$ cat config.mk
export PLATFORM = sky130hd
export DESIGN_NAME = decode_stage_top
export DESIGN_NICKNAME = d
export VERILOG_FILES = /design/src/decode_pkg.sv /design/src/decode_stage_top.sv /design/src/opcode_decoder.sv /design/src/credit_tx.sv /design/src/credit_fifo.sv /design/src/ram_sdp.sv /design/src/thread_number.sv
export SDC_FILE = /design/constraint.sdc
export NUM_CORES = 1
export LEC_CHECK = 0
export ABC_CLOCK_PERIOD_IN_PS = 4500
export BUFFER_PORTS_ARGS = -buffer_cell sky130_fd_sc_hd__buf_2
export CAP_MARGIN = 20
export CORE_MARGIN = 2
export CORE_UTILIZATION = 49
export CTS_BUF_LIST = sky130_fd_sc_hd__clkbuf_4 sky130_fd_sc_hd__clkbuf_8
export DETAILED_ROUTE_END_ITERATION = 6
export PLACE_DENSITY_LB_ADDON = 0.25
export RECOVER_POWER = 25
export SLEW_MARGIN = 20
export SYNTH_ARGS = -nofsm -noshare
export SYNTH_HDL_FRONTEND = slang
export SYNTH_SLANG_ARGS = --single-unit
$ cat constraint.sdc
create_clock -name clock -period 4.5 [get_ports clock]
set_clock_uncertainty 0.15 [all_clocks]
set_input_delay 0.675 -clock clock [delete_from_list [all_inputs] [get_ports clock]]
set_output_delay 0.675 -clock clock [all_outputs]
set_load 0.05 [all_outputs]
$ cat src/decode_pkg.sv
// Shared field widths and packed structs for the instruction decode stage.
// RTL and testbench files refer to these by scoped name.

package decode_pkg;

    // ----------------------------------------------------------------------
    // Field widths
    // ----------------------------------------------------------------------

    localparam int opcode_width  = 4;
    localparam int operand_width = 12;
    localparam int control_width = 16;

    // Two bits are enough for the four threads of the barrel
    localparam int thread_width  = 2;

    // ----------------------------------------------------------------------
    // Payload structs
    // ----------------------------------------------------------------------

    // One instruction as it leaves the fetch side, 16 bits
    typedef struct packed {
        logic [opcode_width-1:0]  opcode;
        logic [operand_width-1:0] operand;
    } instr_t;

    // Host write into the opcode table, 22 bits
    // The thread travels with the write so any thread can be programmed at any time
    typedef struct packed {
        logic [thread_width-1:0]  thread;
        logic [opcode_width-1:0]  opcode;
        logic [control_width-1:0] control;
    } table_write_t;

    // Decoded instruction handed to the consumer, 30 bits
    typedef struct packed {
        logic [thread_width-1:0]  thread;
        logic [control_width-1:0] control;
        logic [operand_width-1:0] operand;
    } decoded_t;

endpackage
$ cat src/decode_stage_top.sv
// Decode stage of the barrel processor front end.
// Connects the credit-returning input buffer, the opcode decoder and the
// output credit counter, and passes the sizing parameters down to them.

`timescale 1ns/1ns

module decode_stage_top #(
    parameter int thread_count = 4,
    parameter int in_depth     = 4,
    parameter int out_credits  = 3
) (
    input  logic                     clock,
    input  logic                     rst_n,
    input  logic                     in_valid,
    input  decode_pkg::instr_t       in_instr,
    output logic                     in_credit,
    input  logic                     table_write_valid,
    input  decode_pkg::table_write_t table_write,
    output logic                     out_valid,
    output decode_pkg::decoded_t     out_data,
    input  logic                     out_credit
);

    decode_pkg::instr_t head_instr;
    logic               buffer_empty;
    logic               issue;
    logic               out_ready;

    // ----------------------------------------------------------------------
    // Input buffer
    // ----------------------------------------------------------------------

    credit_fifo #(
        .payload_t (decode_pkg::instr_t),
        .depth     (in_depth)
    ) u_input_buffer (
        .clock     (clock),
        .rst_n     (rst_n),
        .push      (in_valid),
        .push_data (in_instr),
        .pop       (issue),
        .pop_data  (head_instr),
        .empty     (buffer_empty),
        .credit    (in_credit)
    );

    // ----------------------------------------------------------------------
    // Decoder
    // ----------------------------------------------------------------------

    opcode_decoder #(
        .thread_count (thread_count)
    ) u_decoder (
        .clock             (clock),
        .rst_n             (rst_n),
        .instr             (head_instr),
        .instr_empty       (buffer_empty),
        .out_ready         (out_ready),
        .instr_pop         (issue),
        .table_write_valid (table_write_valid),
        .table_write       (table_write),
        .out_valid         (out_valid),
        .out_data          (out_data)
    );

    // ----------------------------------------------------------------------
    // Output credits
    // ----------------------------------------------------------------------

    credit_tx #(
        .credits (out_credits)
    ) u_output_credits (
        .clock         (clock),
        .rst_n         (rst_n),
        .issue         (issue),
        .credit_return (out_credit),
        .ready         (out_ready)
    );

endmodule

$ cat src/opcode_decoder.sv
// Issue control and per-thread opcode table lookup.
// The current thread and the opcode together address the table, and the
// thread and operand are held for one cycle to line up with the table read.

`timescale 1ns/1ns

module opcode_decoder #(
    parameter int thread_count = 4
) (
    input  logic                     clock,
    input  logic                     rst_n,
    input  decode_pkg::instr_t       instr,
    input  logic                     instr_empty,
    input  logic                     out_ready,
    output logic                     instr_pop,
    input  logic                     table_write_valid,
    input  decode_pkg::table_write_t table_write,
    output logic                     out_valid,
    output decode_pkg::decoded_t     out_data
);

    localparam int table_addr_width = decode_pkg::thread_width + decode_pkg::opcode_width;
    localparam int table_depth      = thread_count * (2 ** decode_pkg::opcode_width);

    logic [decode_pkg::thread_width-1:0]  current_thread;
    logic [table_addr_width-1:0]          read_addr;
    logic [table_addr_width-1:0]          write_addr;
    logic [decode_pkg::control_width-1:0] control;
    logic [decode_pkg::thread_width-1:0]  thread_q;
    logic [decode_pkg::operand_width-1:0] operand_q;

    // ----------------------------------------------------------------------
    // Issue and thread slot
    // ----------------------------------------------------------------------

    // Issue needs a waiting instruction and a reserved slot downstream
    assign instr_pop = !instr_empty && out_ready;

    thread_number #(
        .thread_count (thread_count)
    ) u_thread_number (
        .clock          (clock),
        .rst_n          (rst_n),
        .advance        (instr_pop),
        .current_thread (current_thread)
    );

    // ----------------------------------------------------------------------
    // Opcode table
    // ----------------------------------------------------------------------

    // Thread in the upper bits gives each thread its own block of opcodes
    assign read_addr  = {current_thread, instr.opcode};
    assign write_addr = {table_write.thread, table_write.opcode};

    ram_sdp #(
        .addr_width (table_addr_width),
        .depth      (table_depth)
    ) u_opcode_table (
        .clock      (clock),
        .wren       (table_write_valid),
        .write_addr (write_addr),
        .write_data (table_write.control),
        .rden       (instr_pop),
        .read_addr  (read_addr),
        .read_data  (control)
    );

    // ----------------------------------------------------------------------
    // Output stage
    // ----------------------------------------------------------------------

    always_ff @(posedge clock or negedge rst_n) begin
        if (!rst_n) begin
            out_valid <= 1'b0;
        end else begin
            out_valid <= instr_pop;
        end
    end

    always_ff @(posedge clock) begin
        if (instr_pop) begin
            thread_q  <= current_thread;
            operand_q <= instr.operand;
        end
    end

    assign out_data = '{thread: thread_q, control: control, operand: operand_q};

    // A write to a thread that does not exist would land outside the table
    a_table_write_thread : assert property (
        @(posedge clock) disable iff (!rst_n)
        table_write_valid |-> (int'(table_write.thread) < thread_count)
    );

endmodule

$ cat src/credit_tx.sv
// Output-side credit counter tracking free slots in the consumer's buffer.
// A credit is spent when an instruction issues, so the item in flight
// always has room waiting when it reaches the output.

`timescale 1ns/1ns

module credit_tx #(
    parameter int credits = 3
) (
    input  logic clock,
    input  logic rst_n,
    input  logic issue,
    input  logic credit_return,
    output logic ready
);

    localparam int count_width = $clog2(credits + 1);

    localparam logic [count_width-1:0] max_count = count_width'(credits);

    logic [count_width-1:0] count;

    // ----------------------------------------------------------------------
    // Credit count
    // ----------------------------------------------------------------------

    // Issue and return in the same cycle cancel out
    always_ff @(posedge clock or negedge rst_n) begin
        if (!rst_n) begin
            count <= max_count;
        end else begin
            case ({issue, credit_return})
                2'b10:   count <= count - 1'b1;
                2'b01:   count <= count + 1'b1;
                default: count <= count;
            endcase
        end
    end

    assign ready = (count != '0);

    // The decoder must only issue while a credit is held
    a_no_issue_without_credit : assert property (
        @(posedge clock) disable iff (!rst_n) !(issue && count == '0)
    );

    // The consumer can never hand back more credits than it was given
    a_no_excess_return : assert property (
        @(posedge clock) disable iff (!rst_n)
        (credit_return && !issue) |-> (count < max_count)
    );

endmodule

$ cat src/credit_fifo.sv
// Input buffer that hands one credit back to the sender for every entry it pops.
// The head entry is always visible on pop_data, and the payload type is a
// parameter so the same buffer can carry any packed struct.

`timescale 1ns/1ns

module credit_fifo #(
    parameter type payload_t = logic [7:0],
    parameter int  depth     = 4
) (
    input  logic     clock,
    input  logic     rst_n,
    input  logic     push,
    input  payload_t push_data,
    input  logic     pop,
    output payload_t pop_data,
    output logic     empty,
    output logic     credit
);

    localparam int ptr_width   = (depth > 1) ? $clog2(depth) : 1;
    localparam int count_width = $clog2(depth + 1);

    localparam logic [ptr_width-1:0]   last_slot = ptr_width'(depth - 1);
    localparam logic [count_width-1:0] full_fill = count_width'(depth);

    payload_t               mem [depth];
    logic [ptr_width-1:0]   write_ptr;
    logic [ptr_width-1:0]   read_ptr;
    logic [count_width-1:0] fill;
    logic                   full;

    // ----------------------------------------------------------------------
    // Pointers and fill count
    // ----------------------------------------------------------------------

    always_ff @(posedge clock or negedge rst_n) begin
        if (!rst_n) begin
            write_ptr <= '0;
            read_ptr  <= '0;
            fill      <= '0;
        end else begin
            if (push) begin
                write_ptr <= (write_ptr == last_slot) ? '0 : write_ptr + 1'b1;
            end
            if (pop) begin
                read_ptr <= (read_ptr == last_slot) ? '0 : read_ptr + 1'b1;
            end
            case ({push, pop})
                2'b10:   fill <= fill + 1'b1;
                2'b01:   fill <= fill - 1'b1;
                default: fill <= fill;
            endcase
        end
    end

    always_ff @(posedge clock) begin
        if (push) begin
            mem[write_ptr] <= push_data;
        end
    end

    assign pop_data = mem[read_ptr];
    assign empty    = (fill == '0);
    assign full     = (fill == full_fill);

    // A popped entry frees a slot, so the sender gets its credit back at once
    assign credit = pop;

    // The sender's credit count should make both of these impossible
    a_no_push_when_full : assert property (
        @(posedge clock) disable iff (!rst_n) !(push && full)
    );

    a_no_pop_when_empty : assert property (
        @(posedge clock) disable iff (!rst_n) !(pop && empty)
    );

endmodule

$ cat src/ram_sdp.sv
// Simple dual-port memory holding the opcode table.
// One write port and one registered read port, with old data returned
// when a read and a write hit the same address in the same cycle.

`timescale 1ns/1ns

module ram_sdp #(
    parameter int addr_width = 6,
    parameter int depth      = 64
) (
    input  logic                                 clock,
    input  logic                                 wren,
    input  logic [addr_width-1:0]                write_addr,
    input  logic [decode_pkg::control_width-1:0] write_data,
    input  logic                                 rden,
    input  logic [addr_width-1:0]                read_addr,
    output logic [decode_pkg::control_width-1:0] read_data
);

    // ----------------------------------------------------------------------
    // Storage
    // ----------------------------------------------------------------------

    logic [decode_pkg::control_width-1:0] mem [depth];

    // Contents are only meaningful after the host has written them
    always_ff @(posedge clock) begin
        if (wren) begin
            mem[write_addr] <= write_data;
        end
    end

    // ----------------------------------------------------------------------
    // Read port
    // ----------------------------------------------------------------------

    // Both blocks sample mem before the edge updates it, so a colliding
    // read sees the value from before the write
    always_ff @(posedge clock) begin
        if (rden) begin
            read_data <= mem[read_addr];
        end
    end

endmodule

$ cat src/thread_number.sv
// Round-robin thread slot counter for the barrel front end.
// It steps once per issued instruction and wraps after the last thread.

`timescale 1ns/1ns

module thread_number #(
    parameter int thread_count = 4
) (
    input  logic                              clock,
    input  logic                              rst_n,
    input  logic                              advance,
    output logic [decode_pkg::thread_width-1:0] current_thread
);

    localparam logic [decode_pkg::thread_width-1:0] last_thread =
        decode_pkg::thread_width'(thread_count - 1);

    // The first instruction after reset belongs to thread 0
    always_ff @(posedge clock or negedge rst_n) begin
        if (!rst_n) begin
            current_thread <= '0;
        end else if (advance) begin
            if (current_thread == last_thread) begin
                current_thread <= '0;
            end else begin
                current_thread <= current_thread + 1'b1;
            end
        end
    end

endmodule

**Word level (Yosys, flattened, before mapping)**

Memory sizes are Yosys's and may differ from the RTL's. A register that Yosys moved wholly into a read port is not among the register bits.
Cells that the tools add are included.
Widths: inputs -> output; s select.

- Bits in latches: 0
- Memory bits (read-only): 0
- Logic and storage cells: 39
- Register bits after elaboration: 26
- Output and inout port bits: 32
- Memories: 2
- RAM bits: 1088

Memories:

| name | depth | bits a word | rd ports | clocked after memory_dff | write ports | line | text |
|---|---|---|---|---|---|---|---|
| u_decoder.u_opcode_table.mem | 64 | 16 | 1 | 1 | 1 | ram_sdp.sv:24 | `logic [decode_pkg::control_width-1:0] mem [depth];` |
| u_input_buffer.mem | 4 | 16 | 1 | 0 | 1 | credit_fifo.sv:27 | `payload_t mem [depth];` |

- Multiplexer cells: 9
- Divide/modulo/power cells: 0
- Eq/ne operators: 7
- Multipliers: 0
- Reduce and logical (&&, ||, !) cells: 6
- Bitwise gates (word level): 0
- $lt $le $gt $ge: 0
- Add/subtract/negate cells: 7
- Shifts and indexed selects: 0

Operator list:

| operator | number |
|---|---|
| $eq 2x2->1 const B | 5 |
| $add 2x1->2 const B | 4 |
| $mux 2 | 3 |
| $pmux 3 s2 | 1 |
| $reduce_bool 2->1 | 3 |
| $eq 2x1->1 const B | 2 |
| $mux 1 | 4 |
| $pmux 2 s2 | 1 |
| $add 3x1->3 const B | 1 |
| $logic_not 3->1 | 1 |
| $sub 3x1->3 const B | 1 |
| $sub 2x1->2 const B | 1 |
| $logic_and 1x1->1 | 1 |
| $logic_not 1->1 | 1 |

**Depth between registers and ports, before layout**

- Word-level depth: 5
- Depth in mapped cells: 10
- Mapped depth without buffers: 8

**Hierarchy**

Synthesis repeated with hierarchy kept, for this count alone.

- Cells, all modules: 1982
- Area, all modules: 43630.6 µm²

Modules (own cells, without submodules):

| module | area an instance (µm²) | times used | cells each |
|---|---|---|---|
| ram_sdp | 40202.3 | 1 | 1829 |
| credit_fifo | 2770.2 | 1 | 122 |
| opcode_decoder | 459.2 | 1 | 16 |
| credit_tx | 105.1 | 1 | 9 |
| thread_number | 93.8 | 1 | 6 |

**Least setup slack after synthesis**

No wires, ideal clock.

- Path type: flip-flop to flip-flop
- From: reg u_input_buffer.fill[0]
- To: reg u_input_buffer.fill[2]
- Setup time: 0.125 ns
- Arrival: 2.837 ns
- Path slack: 1.387 ns
- Cell stages (with the launch flop): 9
- Cells stage by stage: dfrtp_1 -> o32ai_1 -> inv_1 -> ha_1 -> inv_1 -> fa_1 -> xor2_1 -> nor2_1 -> xor2_1

- Longest elaborated chain between the ends: 5

Ends and longest elaborated chain:

| element | line | text |
|---|---|---|
| start, declared | credit_fifo.sv:30 | `logic [count_width-1:0] fill;` |
| start signal, assigned | credit_fifo.sv:50 | `2'b10: fill <= fill + 1'b1;` |
| start signal, assigned | credit_fifo.sv:51 | `2'b01: fill <= fill - 1'b1;` |
| start signal, assigned | credit_fifo.sv:52 | `default: fill <= fill;` |
| $logic_not 3->1 (*) | credit_fifo.sv:64 | `assign empty = (fill == '0);` |
| $logic_not 1->1 (*) | opcode_decoder.sv:37 | `assign instr_pop = !instr_empty && out_ready;` |
| $logic_and 1x1->1 (*) | opcode_decoder.sv:37 |  |
| named net in_credit | decode_stage_top.sv:16 | `output logic in_credit,` |
| $eq 2x1->1 or $eq 2x2->1 (tied branches) | credit_fifo.sv:49 | `case ({push, pop})` |
| $pmux 3 s2 or $reduce_bool 2->1 (tied branches) | n/a |  |

The timed path passes the listed nets; every way through them passes the cells marked *.
A chain may end at the register's enable or synchronous reset.

**Worst setup path in the final report**

- From: reg u_input_buffer.read_ptr[0]
- To: reg u_decoder.u_opcode_table.read_data[5] (netlist bit) (read register of u_decoder.u_opcode_table.mem) (data pin)

- Longest elaborated chain between the ends: 1

Ends and longest elaborated chain:

| element | line | text |
|---|---|---|
| start, declared | credit_fifo.sv:29 | `logic [ptr_width-1:0] read_ptr;` |
| start signal, assigned | credit_fifo.sv:47 | `read_ptr <= (read_ptr == last_slot) ? '0 : read_ptr + 1'b1;` |
| $mem_v2 4x16 | n/a |  |
| end, declared | ram_sdp.sv:17 | `output logic [decode_pkg::control_width-1:0] read_data` |

No other way between the ends.

==> impl_results.md <==
- Status: finished with violations
- Failing checks: max-capacitance violations, max-slew violations
- GPL Wtd Cong: between 0.8 and 0.9
- Yosys warning count: 0
- Die ar.: between 90000 and 100000 µm²
- Post-synth cell types: 51
- Fill count: between 6000 and 7000
- Max Slew Vio Count: between 400 and 500
- Clock buffer depth: 3
- Post-Syn Instances: around 2700
- PortBufs: 74
- Setup_tns: 0 ns
- Layout cell share with drive strength beyond 1: 0.1640
- Number of max-cap violations: 12
- Synthesized area per cell: 16.79 µm²
- Row count: 110
- Total Wirelength: between 100000 and 150000 µm
- Slew HR: -1.334
- Per-cell routed wire length: between 20 and 30 µm
- Max frequency: around 240 MHz
- Root Buffer: clkbuf_8
- Htree depth: 4
- Number of synthesized register bits: approximately 1100
- WS Path Type: flop to flop
- Post-synthesis async set-or-reset flop share: 0.01062
- Area of the multi-input gates: a little over 10000 µm²
- Syn nets: about 2700
- Post-synth EDFFs: ~1100
- Vias in the first global route: 24322
- Startpoint types: flop
- Final min period: between 4 and 5 ns
- Min Hold Slack: about 0.25 ns
- R2R depth: 7
- Nets: about 3000
- Lkg Pwr: between 15 and 20 nW
- First-pass GRT wire length: between 150000 and 200000 µm
- Die Wd: about 300 µm
- Vias per std cell: roughly 5.8
- Detail Route Antenna Nets: 0
- Residual DRC count: 0
- Main synth FF type: edfxtp_1
- Fin area: 50550 µm²
- Largest net degree at the start of global routing: between 80 and 90
- Hold Path Class: input pin to asynchronous set/reset pin
- Final std cells w/o fill: around 4200
- Dpl cells: about 3900
- Register area: 33880 µm²
- Required @ worst endpoint: ~5 ns
- Placed cell area: between 40000 and 50000 µm²
- Iter 0 DRT Violations: 2825
- Worst setup EP type: flop
- Via count: roughly 25000
- DPL Wire Length: 67710 µm
- Max VDD drop: 0.4527 mV
- TritonCTS buffer count: between 150 and 200
- Seq/Total Area, Yosys: 0.7585
- Grt total ovfl: 0
- Setup violators final: 0
- Overall routing resource usage: 0.2382
- Core area: 90150 µm²
- Initial Utilization: 0.4954
- Die extent in y: 305.9 µm
- I/O pin total: 75
- Antenna violations before repair: 11
- Post-CTS sizing: 0
- CP max FO: 33
- Unrepaired setup endpoints after global routing: false
- Final hold violation count: 0
- P&R area growth vs syn: 13.19%
- CTS clk-pin slew, worst paths: around 0.06 ns
- Period utilisation layout: 0.9163
- CTS tree: done
- Post-Syn Area: about 45000 µm²
- Clock sink count: 1130
- Worst Max-Slew Pin Slew: about 3.5 ns
- Worst EP arrival: ~4.6 ns
- PwrDens: between 600 and 700 nW/µm²
- Drt pass-1 iters: 7
- Clk Latency, worst-skew pair: about 0.85 ns
## layer usage
metal | global-route usage | part of all wire | vias up
met5 | 0 | 0.00072 | -
met4 | 0.08397 | 0.030 | 14
met3 | 0.04984 | 0.082 | 198
met2 | 0.3707 | 0.47 | 1051
met1 | 0.3352 | 0.42 | 12549
li1 | - | - | 10813
## synth_stat cells (all sizes together) (2+ instances only)
| cell type | count | area [µm²] |
|---|---|---|
| edfxtp | 1118 | 33570 |
| mux2i | 544 | 5445 |
| nand2 | 387 | 1453 |
| nand3 | 119 | 595.6 |
| buf | 82 | 456.7 |
| clkbuf | 72 | 271.5 |
| nor2 | 71 | 276.5 |
| a32oi | 62 | 543.0 |
| nand4 | 35 | 219.0 |
| and3 | 17 | 111.4 |
| a21oi | 16 | 117.6 |
| a31oi | 16 | 100.1 |
| mux4 | 16 | 360.4 |
| a221o | 15 | 150.1 |
| a221oi | 15 | 193.9 |
| dfrtp | 10 | 250.2 |
| ha | 8 | 100.1 |
| inv | 7 | 26.28 |
| and2 | 6 | 37.54 |
| nor2b | 6 | 37.54 |
| nor3 | 4 | 20.02 |
| xor2 | 4 | 35.03 |
| a21o | 3 | 22.52 |
| nand2b | 3 | 18.77 |
| and3b | 2 | 17.52 |
| dfstp | 2 | 52.55 |
| nand3b | 2 | 15.01 |
| o21ai | 2 | 10.01 |
| or3 | 2 | 12.51 |
| or3b | 2 | 17.52 |
| xnor2 | 2 | 17.52 |
## timing repair
action,CTS,global route
buffers inserted,0,0
endpoints found under the hold margin,79,0
hold buffers,19,0
## final timing paths
| check | start | endpoint | slack (ns) |
|---|---|---|---|
| worst min register to register | u_input_buffer.fill[2] | u_input_buffer.fill[2] | 0.32 |
| min in group clock | u_input_buffer.fill[2] | u_input_buffer.fill[2] | 0.32 |
| worst max register to register | u_input_buffer.read_ptr[0] | u_decoder.u_opcode_table.read_data[5] | 0.38 |
| max in group asynchronous | rst_n | u_input_buffer.read_ptr[0] | 3.53 |
| worst min-delay path | rst_n | u_input_buffer.write_ptr[0] | 0.25 |
| worst max-delay path | u_input_buffer.read_ptr[0] | u_decoder.u_opcode_table.read_data[5] | 0.38 |
## kinds of logic after synthesis
family	count (synthesis)	share of synthesized area
muxes	561	0.1302
AOI/OAI and AO/OA	133	0.02631
xor gates and xnor gates	6	0.001177
buffers and inverters	161	0.01689
and+or+nand+nor	660	0.06421
adders and majority gates	9	0.002690
DFF	1130	0.7585
## cells in the final DEF, fill, tap and decap left out, types with 15 or more instances in the layout
cell           instances
a221o_1               15
a31oi_1               16
a32oi_1               62
and3_1                16
buf_2                 44
buf_4                110
clkbuf_1              32
clkbuf_4              63
clkbuf_8             179
clkinv_1              45
clkinv_2              15
dlygate4sd3_1         19
edfxtp_1            1118
mux2i_1              544
nand2_1              387
nand3_1              119
nand4_1               35
nor2_1                61
## registers in the layout (all words and copies together) (netlist names)
| register | flops |
|---|---|
| u_decoder.out_valid | 1 |
| u_input_buffer.mem | 64 |
| u_decoder.u_thread_number.current_thread | 2 |
| u_decoder.thread_q | 2 |
| u_decoder.u_opcode_table.mem | 1024 |
| u_decoder.operand_q | 12 |
| u_output_credits.count | 2 |
| u_input_buffer.write_ptr | 2 |
| u_input_buffer.read_ptr | 2 |
| u_input_buffer.fill | 3 |
| u_decoder.u_opcode_table.read_data | 16 |
## worst max-delay path, stage by stage (launching register included)
cell	delay, ns
dfrtp_1	0.56
mux4_4	0.99
buf_12	0.32
nor2_4	0.58
a221oi_2	0.13
a31oi_1	0.46
a32oi_1	0.39
and3_1	0.28
## where the power goes
part	internal (W)	switching [W]	leakage, nW	total, W
Sequential	0.0121	0.000235	10.2	0.0124
Clock	0.00438	0.00397	1.81	0.00835
Combinational	0.00373	0.00728	5.89	0.0110
Total	0.0202	0.0115	17.9	0.0317
## per-stage QoR
step	setup slack [ns]	utilization	power [W]
after global routing	0.2908	0.5607	0.03291
after CTS	0.3844	0.5612	0.03183
final	0.3768	0.5608	0.03172
after global placement	0.4003	0.5211	0.02339
after floorplan	1.387	-	0.01961
after detailed placement	0.3922	0.5211	0.02350
## final cells by class
type,instances,share of cell area
multi-input combinational,1369,0.2001
tap,1176,0.02911
timing repair buffer,219,0.03237
clock inverter,76,0.009529
sequential,1130,0.6701
inverter,7,0.0005198
antenna,4,0.0001980
clock buffer,242,0.05809
Power figures use the tool's default switching activity.
